`src/stopwatch_params.svh`:
```
`ifndef STOPWATCH_PARAMS_SVH
`define STOPWATCH_PARAMS_SVH

// Enabled clock cycles per tenth step
`define TICK_DIV 4

// Digits on the display
`define DIGIT_COUNT 4

// Highest value of each time digit
`define TENTH_MAX    9
`define SEC_ONES_MAX 9
`define SEC_TENS_MAX 5
`define MIN_MAX      9

`endif

```
`src/display_pkg.sv`:
```
package display_pkg;

  // Segments a..g in bits 0..6, lit when 0
  typedef logic [6:0] seg_t;

  // One bit per digit, active when 0
  typedef logic [3:0] anode_t;

  // All segments dark
  localparam seg_t SEG_BLANK = 7'b111_1111;

endpackage

```
`src/time_pkg.sv`:
```
package time_pkg;

  // One BCD digit
  typedef logic [3:0] bcd_digit_t;

  // Display position, 0 is minutes and 3 is tenths
  typedef logic [1:0] digit_sel_t;

  // M:SS.T, most significant digit first
  typedef struct packed {
    bcd_digit_t min;
    bcd_digit_t sec_tens;
    bcd_digit_t sec_ones;
    bcd_digit_t tenth;
  } time_digits_t;

  // Same 16 bits seen flat or per digit
  typedef union packed {
    logic [15:0]  raw;
    time_digits_t digits;
  } time_word_t;

endpackage
```
`src/bcd_time_counter.sv`:
```
`timescale 1ns/1ns
`include "stopwatch_params.svh"

module bcd_time_counter (
  input  logic                 clk,
  input  logic                 arst_n,
  input  logic                 tick,
  input  logic                 count_down,
  input  logic                 clear_time,
  output time_pkg::time_word_t time_now
);

  import time_pkg::*;

  time_word_t time_next;

  // Steps one digit, returns {carry or borrow, new digit}
  function automatic logic [4:0] step_digit(
    input bcd_digit_t d,
    input bcd_digit_t max_val,
    input logic       down,
    input logic       cin
  );
    logic [4:0] res;
    res = {1'b0, d};
    if (cin) begin
      if (down) begin
        if (d == '0) begin
          res = {1'b1, max_val};
        end else begin
          res = {1'b0, d - 1'b1};
        end
      end else begin
        if (d == max_val) begin
          res = {1'b1, 4'd0};
        end else begin
          res = {1'b0, d + 1'b1};
        end
      end
    end
    return res;
  endfunction

  //////////////////////////////
  // Carry and borrow chain
  //////////////////////////////

  always_comb begin
    logic       c_tenth;
    logic       c_ones;
    logic       c_tens;
    logic [4:0] min_step;
    {c_tenth, time_next.digits.tenth} =
      step_digit(time_now.digits.tenth, bcd_digit_t'(`TENTH_MAX), count_down, 1'b1);
    {c_ones, time_next.digits.sec_ones} =
      step_digit(time_now.digits.sec_ones, bcd_digit_t'(`SEC_ONES_MAX), count_down, c_tenth);
    {c_tens, time_next.digits.sec_tens} =
      step_digit(time_now.digits.sec_tens, bcd_digit_t'(`SEC_TENS_MAX), count_down, c_ones);
    // Carry out of minutes is the 9:59.9 wrap and goes nowhere
    min_step =
      step_digit(time_now.digits.min, bcd_digit_t'(`MIN_MAX), count_down, c_tens);
    time_next.digits.min = min_step[3:0];
  end

  //////////////////////////////
  // Time register
  //////////////////////////////

  // Clear wins over a tick on the same edge
  always_ff @(posedge clk or negedge arst_n) begin
    if (!arst_n) begin
      time_now.raw <= '0;
    end else if (clear_time) begin
      time_now.raw <= '0;
    end else if (tick) begin
      time_now <= time_next;
    end
  end

endmodule

```
`src/display_scan.sv`:
```
`timescale 1ns/1ns
`include "stopwatch_params.svh"

module display_scan (
  input  logic                 clk,
  input  logic                 arst_n,
  input  time_pkg::time_word_t time_now,
  output display_pkg::anode_t  anode,
  output time_pkg::bcd_digit_t scan_digit
);

  import time_pkg::*;
  import display_pkg::*;

  localparam digit_sel_t SEL_LAST = digit_sel_t'(`DIGIT_COUNT - 1);

  digit_sel_t sel;

  // Free running, enable has no say here
  always_ff @(posedge clk or negedge arst_n) begin
    if (!arst_n) begin
      sel <= '0;
    end else if (sel == SEL_LAST) begin
      sel <= '0;
    end else begin
      sel <= sel + 1'b1;
    end
  end

  // Index 0 drives the leftmost anode, bit 3
  assign anode = ~(anode_t'(4'b1000) >> sel);

  always_comb begin
    case (sel)
      2'd0:    scan_digit = time_now.digits.min;
      2'd1:    scan_digit = time_now.digits.sec_tens;
      2'd2:    scan_digit = time_now.digits.sec_ones;
      default: scan_digit = time_now.digits.tenth;
    endcase
  end

endmodule

```
`src/seg7_decoder.sv`:
```
`timescale 1ns/1ns

module seg7_decoder (
  input  time_pkg::bcd_digit_t digit,
  output display_pkg::seg_t    segment
);

  import display_pkg::*;

  //////////////////////////////
  // Pattern table, g..a
  //////////////////////////////

  always_comb begin
    case (digit)
      4'd0:    segment = 7'b100_0000;
      4'd1:    segment = 7'b111_1001;
      4'd2:    segment = 7'b010_0100;
      4'd3:    segment = 7'b011_0000;
      4'd4:    segment = 7'b001_1001;
      4'd5:    segment = 7'b001_0010;
      4'd6:    segment = 7'b000_0010;
      4'd7:    segment = 7'b111_1000;
      4'd8:    segment = 7'b000_0000;
      4'd9:    segment = 7'b001_0000;
      // Codes above 9 stay dark
      default: segment = SEG_BLANK;
    endcase
  end

endmodule

```
`src/stopwatch_top.sv`:
```
`timescale 1ns/1ns

module stopwatch_top (
  input  logic                clk,
  input  logic                arst_n,
  input  logic                count_up,
  input  logic                enable,
  input  logic                clr,
  output display_pkg::anode_t anode,
  output display_pkg::seg_t   segment
);

  import time_pkg::*;

  logic       count_down;
  logic       clear_time;
  logic       tick;
  time_word_t time_now;
  bcd_digit_t scan_digit;

  //////////////////////////////
  // Control
  //////////////////////////////

  sw_control u_sw_control (
    .clk        (clk),
    .arst_n     (arst_n),
    .count_up   (count_up),
    .clr        (clr),
    .count_down (count_down),
    .clear_time (clear_time)
  );

  tick_prescaler u_tick_prescaler (
    .clk        (clk),
    .arst_n     (arst_n),
    .enable     (enable),
    .clear_time (clear_time),
    .tick       (tick)
  );

  //////////////////////////////
  // Time and display
  //////////////////////////////

  bcd_time_counter u_bcd_time_counter (
    .clk        (clk),
    .arst_n     (arst_n),
    .tick       (tick),
    .count_down (count_down),
    .clear_time (clear_time),
    .time_now   (time_now)
  );

  display_scan u_display_scan (
    .clk        (clk),
    .arst_n     (arst_n),
    .time_now   (time_now),
    .anode      (anode),
    .scan_digit (scan_digit)
  );

  seg7_decoder u_seg7_decoder (
    .digit   (scan_digit),
    .segment (segment)
  );

endmodule

```
`src/sw_control.sv`:
```
`timescale 1ns/1ns

module sw_control (
  input  logic clk,
  input  logic arst_n,
  input  logic count_up,
  input  logic clr,
  output logic count_down,
  output logic clear_time
);

  logic up_meta;

  //////////////////////////////
  // Direction
  //////////////////////////////

  // Two stages from the switch, the second one holds the direction
  always_ff @(posedge clk or negedge arst_n) begin
    if (!arst_n) begin
      up_meta    <= 1'b1;
      count_down <= 1'b0;
    end else begin
      up_meta    <= count_up;
      count_down <= ~up_meta;
    end
  end

  //////////////////////////////
  // Clear
  //////////////////////////////

  always_ff @(posedge clk or negedge arst_n) begin
    if (!arst_n) begin
      clear_time <= 1'b0;
    end else begin
      clear_time <= clr;
    end
  end

endmodule

```
`src/tick_prescaler.sv`:
```
`timescale 1ns/1ns
`include "stopwatch_params.svh"

module tick_prescaler (
  input  logic clk,
  input  logic arst_n,
  input  logic enable,
  input  logic clear_time,
  output logic tick
);

  localparam int CNT_W = (`TICK_DIV > 1) ? $clog2(`TICK_DIV) : 1;
  localparam logic [CNT_W-1:0] CNT_LAST = CNT_W'(`TICK_DIV - 1);

  logic [CNT_W-1:0] cnt;
  logic             run;

  // Counting only while running and not being cleared
  assign run  = enable & ~clear_time;
  assign tick = run & (cnt == CNT_LAST);

  always_ff @(posedge clk or negedge arst_n) begin
    if (!arst_n) begin
      cnt <= '0;
    end else if (clear_time || tick) begin
      cnt <= '0;
    end else if (run) begin
      cnt <= cnt + 1'b1;
    end
  end

endmodule

```
`config.mk`:
```
export PLATFORM = sky130hd
export DESIGN_NAME = stopwatch_top
export DESIGN_NICKNAME = d
export VERILOG_FILES = /design/src/display_pkg.sv /design/src/time_pkg.sv /design/src/bcd_time_counter.sv /design/src/display_scan.sv /design/src/seg7_decoder.sv /design/src/stopwatch_top.sv /design/src/sw_control.sv /design/src/tick_prescaler.sv
export VERILOG_INCLUDE_DIRS = /design/src
export SDC_FILE = /design/constraint.sdc
export NUM_CORES = 1
export LEC_CHECK = 0
export BUFFER_PORTS_ARGS = -buffer_cell sky130_fd_sc_hd__buf_2
export CAP_MARGIN = 10
export CORE_MARGIN = 8
export CORE_UTILIZATION = 30
export CTS_CLUSTER_SIZE = 28
export DETAILED_ROUTE_END_ITERATION = 10
export HOLD_SLACK_MARGIN = 0.1
export PLACE_DENSITY = 0.56
export SLEW_MARGIN = 30
export SYNTH_ARGS = -nofsm -noshare
export SYNTH_HDL_FRONTEND = slang
export SYNTH_SLANG_ARGS = --single-unit
```
`constraint.sdc`:
```
create_clock -name clk -period 2.9 [get_ports clk]
set_clock_uncertainty 0.2 [all_clocks]
set_input_delay 0.29 -clock clk [delete_from_list [all_inputs] [get_ports clk]]
set_output_delay 0.29 -clock clk [all_outputs]
set_load 0.005 [all_outputs]
```
==> flow_results.xml <==
<?xml version="1.0" encoding="UTF-8"?>
<metrics>
  <group name="timing">
    <metric name="finalSetupViolCount" unit="">0</metric>
    <metric name="slew_viol_final" unit="">0</metric>
    <metric name="fmax" unit="GHz">0.358</metric>
    <metric name="timing.final.crit_period" unit="ns">2.79</metric>
    <metric name="max_slew_margin" unit="%">57.2</metric>
    <metric name="rsz0062_at_grt" unit="">true</metric>
    <metric name="hold-worst-slack" unit="ns">0.230</metric>
    <metric name="max_slew.worst_pin.slew" unit="ns">0.642</metric>
    <metric name="final_min_period_over_clock_period" unit="%">96.3</metric>
    <metric name="final_hold_viol_count" unit="">0</metric>
  </group>
  <group name="yosys">
    <metric name="synth.area.top_cells" unit="">dfrtp_1 (27%), ha_1 (12%), a21oi_1 (4.5%), inv_1 (3.9%), nand2_1 (3.7%)</metric>
    <metric name="yosys_warnings" unit="">0</metric>
    <metric name="post_synth.cell_area_avg" unit="sq um">8.39</metric>
    <metric name="yosys.area.top_type" unit="">dfrtp_1</metric>
    <metric name="post-synth-top-count-cell" unit="">dfrtp_1</metric>
    <metric name="synth_nets" unit="">265</metric>
    <metric name="synth_sequential_area_ratio" unit="%">28.7</metric>
    <metric name="synth.distinct_cells" unit="">54</metric>
    <metric name="yosys_most_used_dff" unit="">dfrtp_1</metric>
    <metric name="synthesis.area" unit="sq um">2010</metric>
    <metric name="number_of_enable_flip_flop_cells_after_synthesis" unit="">0</metric>
    <metric name="synth.ff_latch_count" unit="">23</metric>
    <metric name="async_reset_ff_share" unit="%">100</metric>
    <metric name="synthTopCellsByCount" unit="">dfrtp_1 (22), inv_1 (21), ha_1 (20), nand2_1 (20), a21oi_1 (18)</metric>
    <metric name="syn_inst" unit="">240</metric>
    <metric name="yosysTopAreaCellShare" unit="%">27.3</metric>
  </group>
  <group name="place">
    <metric name="place_area" unit="sq um">2150</metric>
    <metric name="routabilityCongestion" unit="">0.878</metric>
    <metric name="buffer_ports.inserted" unit="">15</metric>
    <metric name="dpl.hpwl" unit="um">3610</metric>
  </group>
  <group name="die">
    <metric name="design.die.area" unit="sq um">9590</metric>
    <metric name="floorplan.initialDensity" unit="%">30.3</metric>
    <metric name="placeableCoreArea" unit="sq um">6640</metric>
    <metric name="floorplan.rows" unit="">30</metric>
    <metric name="die_w" unit="um">97.9</metric>
    <metric name="floorplan.io_pins" unit="">16</metric>
    <metric name="die-height" unit="um">97.9</metric>
  </group>
  <group name="clock_network">
    <metric name="buffer_cell_driving_the_clock_tree_root" unit="">clkbuf_8</metric>
    <metric name="tritoncts_num_sinks" unit="">23</metric>
    <metric name="clock_latency" unit="ns">0.27</metric>
    <metric name="cts-root-to-sink-buffers" unit="">2</metric>
    <metric name="cts_tree" unit="">yes</metric>
    <metric name="tritoncts_buffer_count" unit="">3</metric>
    <metric name="cts.htree.levels" unit="">1</metric>
    <metric name="worst_setup_hold_path_clk_slew" unit="ns">0.09</metric>
  </group>
  <group name="critical_path">
    <metric name="crit_path_top_cell_by_count" unit="">ha_1</metric>
    <metric name="crit_path_max_incr_delay" unit="ns">0.45</metric>
    <metric name="timing.reg2reg.setup_slack" unit="ns">0.28</metric>
    <metric name="crit_path_end_kind" unit="">output port</metric>
    <metric name="worst_ep_arrival_time" unit="ns">2.30</metric>
    <metric name="cp.required" unit="ns">2.41</metric>
    <metric name="worst-setup-path-type" unit="">reg2out</metric>
    <metric name="cp.buffers_inverters" unit="">2</metric>
    <metric name="critical_path_cell_by_cell" unit="">inv_1, ha_1, a222oi_1, mux2i_2, ha_1, nor3_1, a21oi_1, buf_2</metric>
    <metric name="worst_path_max_delay_cell" unit="">a222oi_1</metric>
    <metric name="number_of_cell_instances_on_the_worst_register_to_register_path" unit="">6</metric>
    <metric name="cp-start-kind" unit="">flip-flop</metric>
    <metric name="r2r_start" unit="">u_bcd_time_counter.time_now[0]$_DFFE_PN0P_</metric>
    <metric name="path_max_fanout" unit="">6</metric>
    <metric name="timing.rr.end" unit="">u_bcd_time_counter.time_now[9]$_DFFE_PN0P_</metric>
    <metric name="crit_family" unit="">adder cells</metric>
  </group>
  <group name="finish">
    <metric name="syn2layout_area_growth" unit="%">11.7</metric>
    <metric name="stdcell_area" unit="sq um">2250</metric>
    <metric name="post-route-util" unit="%">33.9</metric>
    <metric name="nFillCells" unit="">666</metric>
    <metric name="layout-drive-gt1-share" unit="%">12.7</metric>
    <metric name="finalNetCount" unit="">278</metric>
    <metric name="diode_count" unit="">0</metric>
  </group>
  <group name="global_route">
    <metric name="globalRouteOverflowTotal" unit="">0</metric>
    <metric name="first_global_vias" unit="">1760</metric>
    <metric name="antenna_violations_before_repair" unit="">0</metric>
    <metric name="first_pass_grt_wire_length" unit="um">8590</metric>
    <metric name="gr-usage-all-layers" unit="%">10.5</metric>
    <metric name="grt_max_degree" unit="">24</metric>
  </group>
  <group name="run">
    <metric name="max_cap_viol_count" unit="">0</metric>
  </group>
  <group name="routing">
    <metric name="postRouteWirelength" unit="um">4950</metric>
    <metric name="detail_route.drc_violations" unit="">0</metric>
    <metric name="first_pass_iters" unit="">4</metric>
    <metric name="vias_per_cell" unit="">5.46</metric>
    <metric name="drt_first_iter_violations" unit="">89</metric>
    <metric name="drt-wirelength-per-cell" unit="um">14.9</metric>
    <metric name="routed_antenna_nets" unit="">0</metric>
    <metric name="vias" unit="">1814</metric>
  </group>
  <group name="power">
    <metric name="power.static_leakage" unit="uW">0.000924</metric>
    <metric name="power.density" unit="nW/um^2">267</metric>
    <metric name="vdd.ir_drop.worst" unit="mV">0.247</metric>
  </group>
  <group name="hold_path">
    <metric name="min_delay_worst_endpoint" unit="">u_sw_control.count_down$_DFF_PN0_</metric>
    <metric name="worstHoldStart" unit="">u_sw_control.up_meta$_DFF_PN1_</metric>
    <metric name="worstHoldPathCells" unit="">1</metric>
    <metric name="hold_class" unit="">reg2reg</metric>
  </group>
  <group name="run_status">
    <metric name="outcome" unit="">finished, final reports clean</metric>
  </group>
</metrics>
## report_power, final
part | total (uW) | internal, uW | switching [uW]
Clock | 211 | 98.4 | 112
Sequential | 334 | 326 | 8.18
Combinational | 55.9 | 21.3 | 34.6
Total | 600 | 445 | 155
## per-layer routing
| layer | GRT usage (%) | share of wire, % | vias up | wire, um |
|---|---|---|---|---|
| met2 | 18.5 | 50 | 32 | 2450 |
| met5 | 0 | 0 | - | 0 |
| met3 | 2.13 | 3.4 | 2 | 167 |
| li1 | - | - | 903 | - |
| met4 | 1.56 | 0.30 | 0 | 15 |
| met1 | 12.9 | 47 | 877 | 2310 |
## what timing repair did
item	4_1_cts	5_1_grt
endpoints found under the setup margin	0	7
hold buffers	4	0
setup buffers	0	0
gates resized for setup	0	3
endpoints found under the hold margin	25	0
## worst reg2reg max path, cell delays in order, from the launching register on
cell and delay (ns):
dfrtp_1 0.45, inv_1 0.14, ha_1 0.27, nand3b_2 0.15
a2111o_1 0.62, or4_1 0.58, a21oi_1 0.13
## worst max path at each step
stage | start | endpoint | cells past startpoint
after floorplan | u_bcd_time_counter.time_now[0]$_DFFE_PN0P_ | u_bcd_time_counter.time_now[12]$_DFFE_PN0P_ | 7
after global placement | u_display_scan.sel[0]$_DFF_PN0_ | segment[5] | 8
after detailed placement | u_bcd_time_counter.time_now[0]$_DFFE_PN0P_ | u_bcd_time_counter.time_now[9]$_DFFE_PN0P_ | 6
after CTS | u_display_scan.sel[0]$_DFF_PN0_ | segment[5] | 8
after global routing | u_display_scan.sel[0]$_DFF_PN0_ | segment[1] | 8
final | u_display_scan.sel[0]$_DFF_PN0_ | segment[5] | 8
## cell families (layout without fill, tap and decap cells)
family	Yosys count	in the layout	share of synthesized area, %
muxes	9	9	4.60
adders and majority gates	20	20	12.4
AOI/OAI and AO/OA	76	76	26.5
and+or+nand+nor	74	74	20.2
buffers and inverters	37	49	7.15
DFF	23	23	28.7
xor gates and xnor gates	1	1	0.435
## final cells by class
class / count / area, sq um / share of cell area [%]
Tap cell: 80 / 100 / 4.45
Inverter: 23 / 86.3 / 3.84
Sequential cell: 23 / 577 / 25.6
Timing Repair Buffer: 22 / 138 / 6.12
Multi-Input combinational cell: 180 / 1300 / 58.0
Clock buffer: 4 / 45.0 / 2.00
## placed cells by master, fill, tap and decap left out, types with 6 or more instances in the layout
cell       n
inv_1     21
buf_2     15
nor2b_1    6
dfrtp_1   22
nand2_1   20
nor2_1    14
ha_1      20
a21oi_1   18
o21ai_0   11
a211oi_1   8
## flip-flops by register name, summed over array words and instances (netlist names)
| name | count |
|---|---|
| u_display_scan.sel | 2 |
| u_sw_control.count_down | 1 |
| u_tick_prescaler.cnt | 2 |
| u_bcd_time_counter.time_now | 16 |
| u_sw_control.clear_time | 1 |
| u_sw_control.up_meta | 1 |
## metrics by stage
stage	worst slack, ns	power (uW)	TNS (ns)	std cells
final	0.107	600	0	332
after global routing	-0.0261	625	-0.0677	332
after detailed placement	0.334	392	0	324
after floorplan	0.685	371	0	240
after global placement	0.383	392	0	324
after CTS	0.0285	609	0	332
Note: power is estimated with default switching activity, not from simulation.
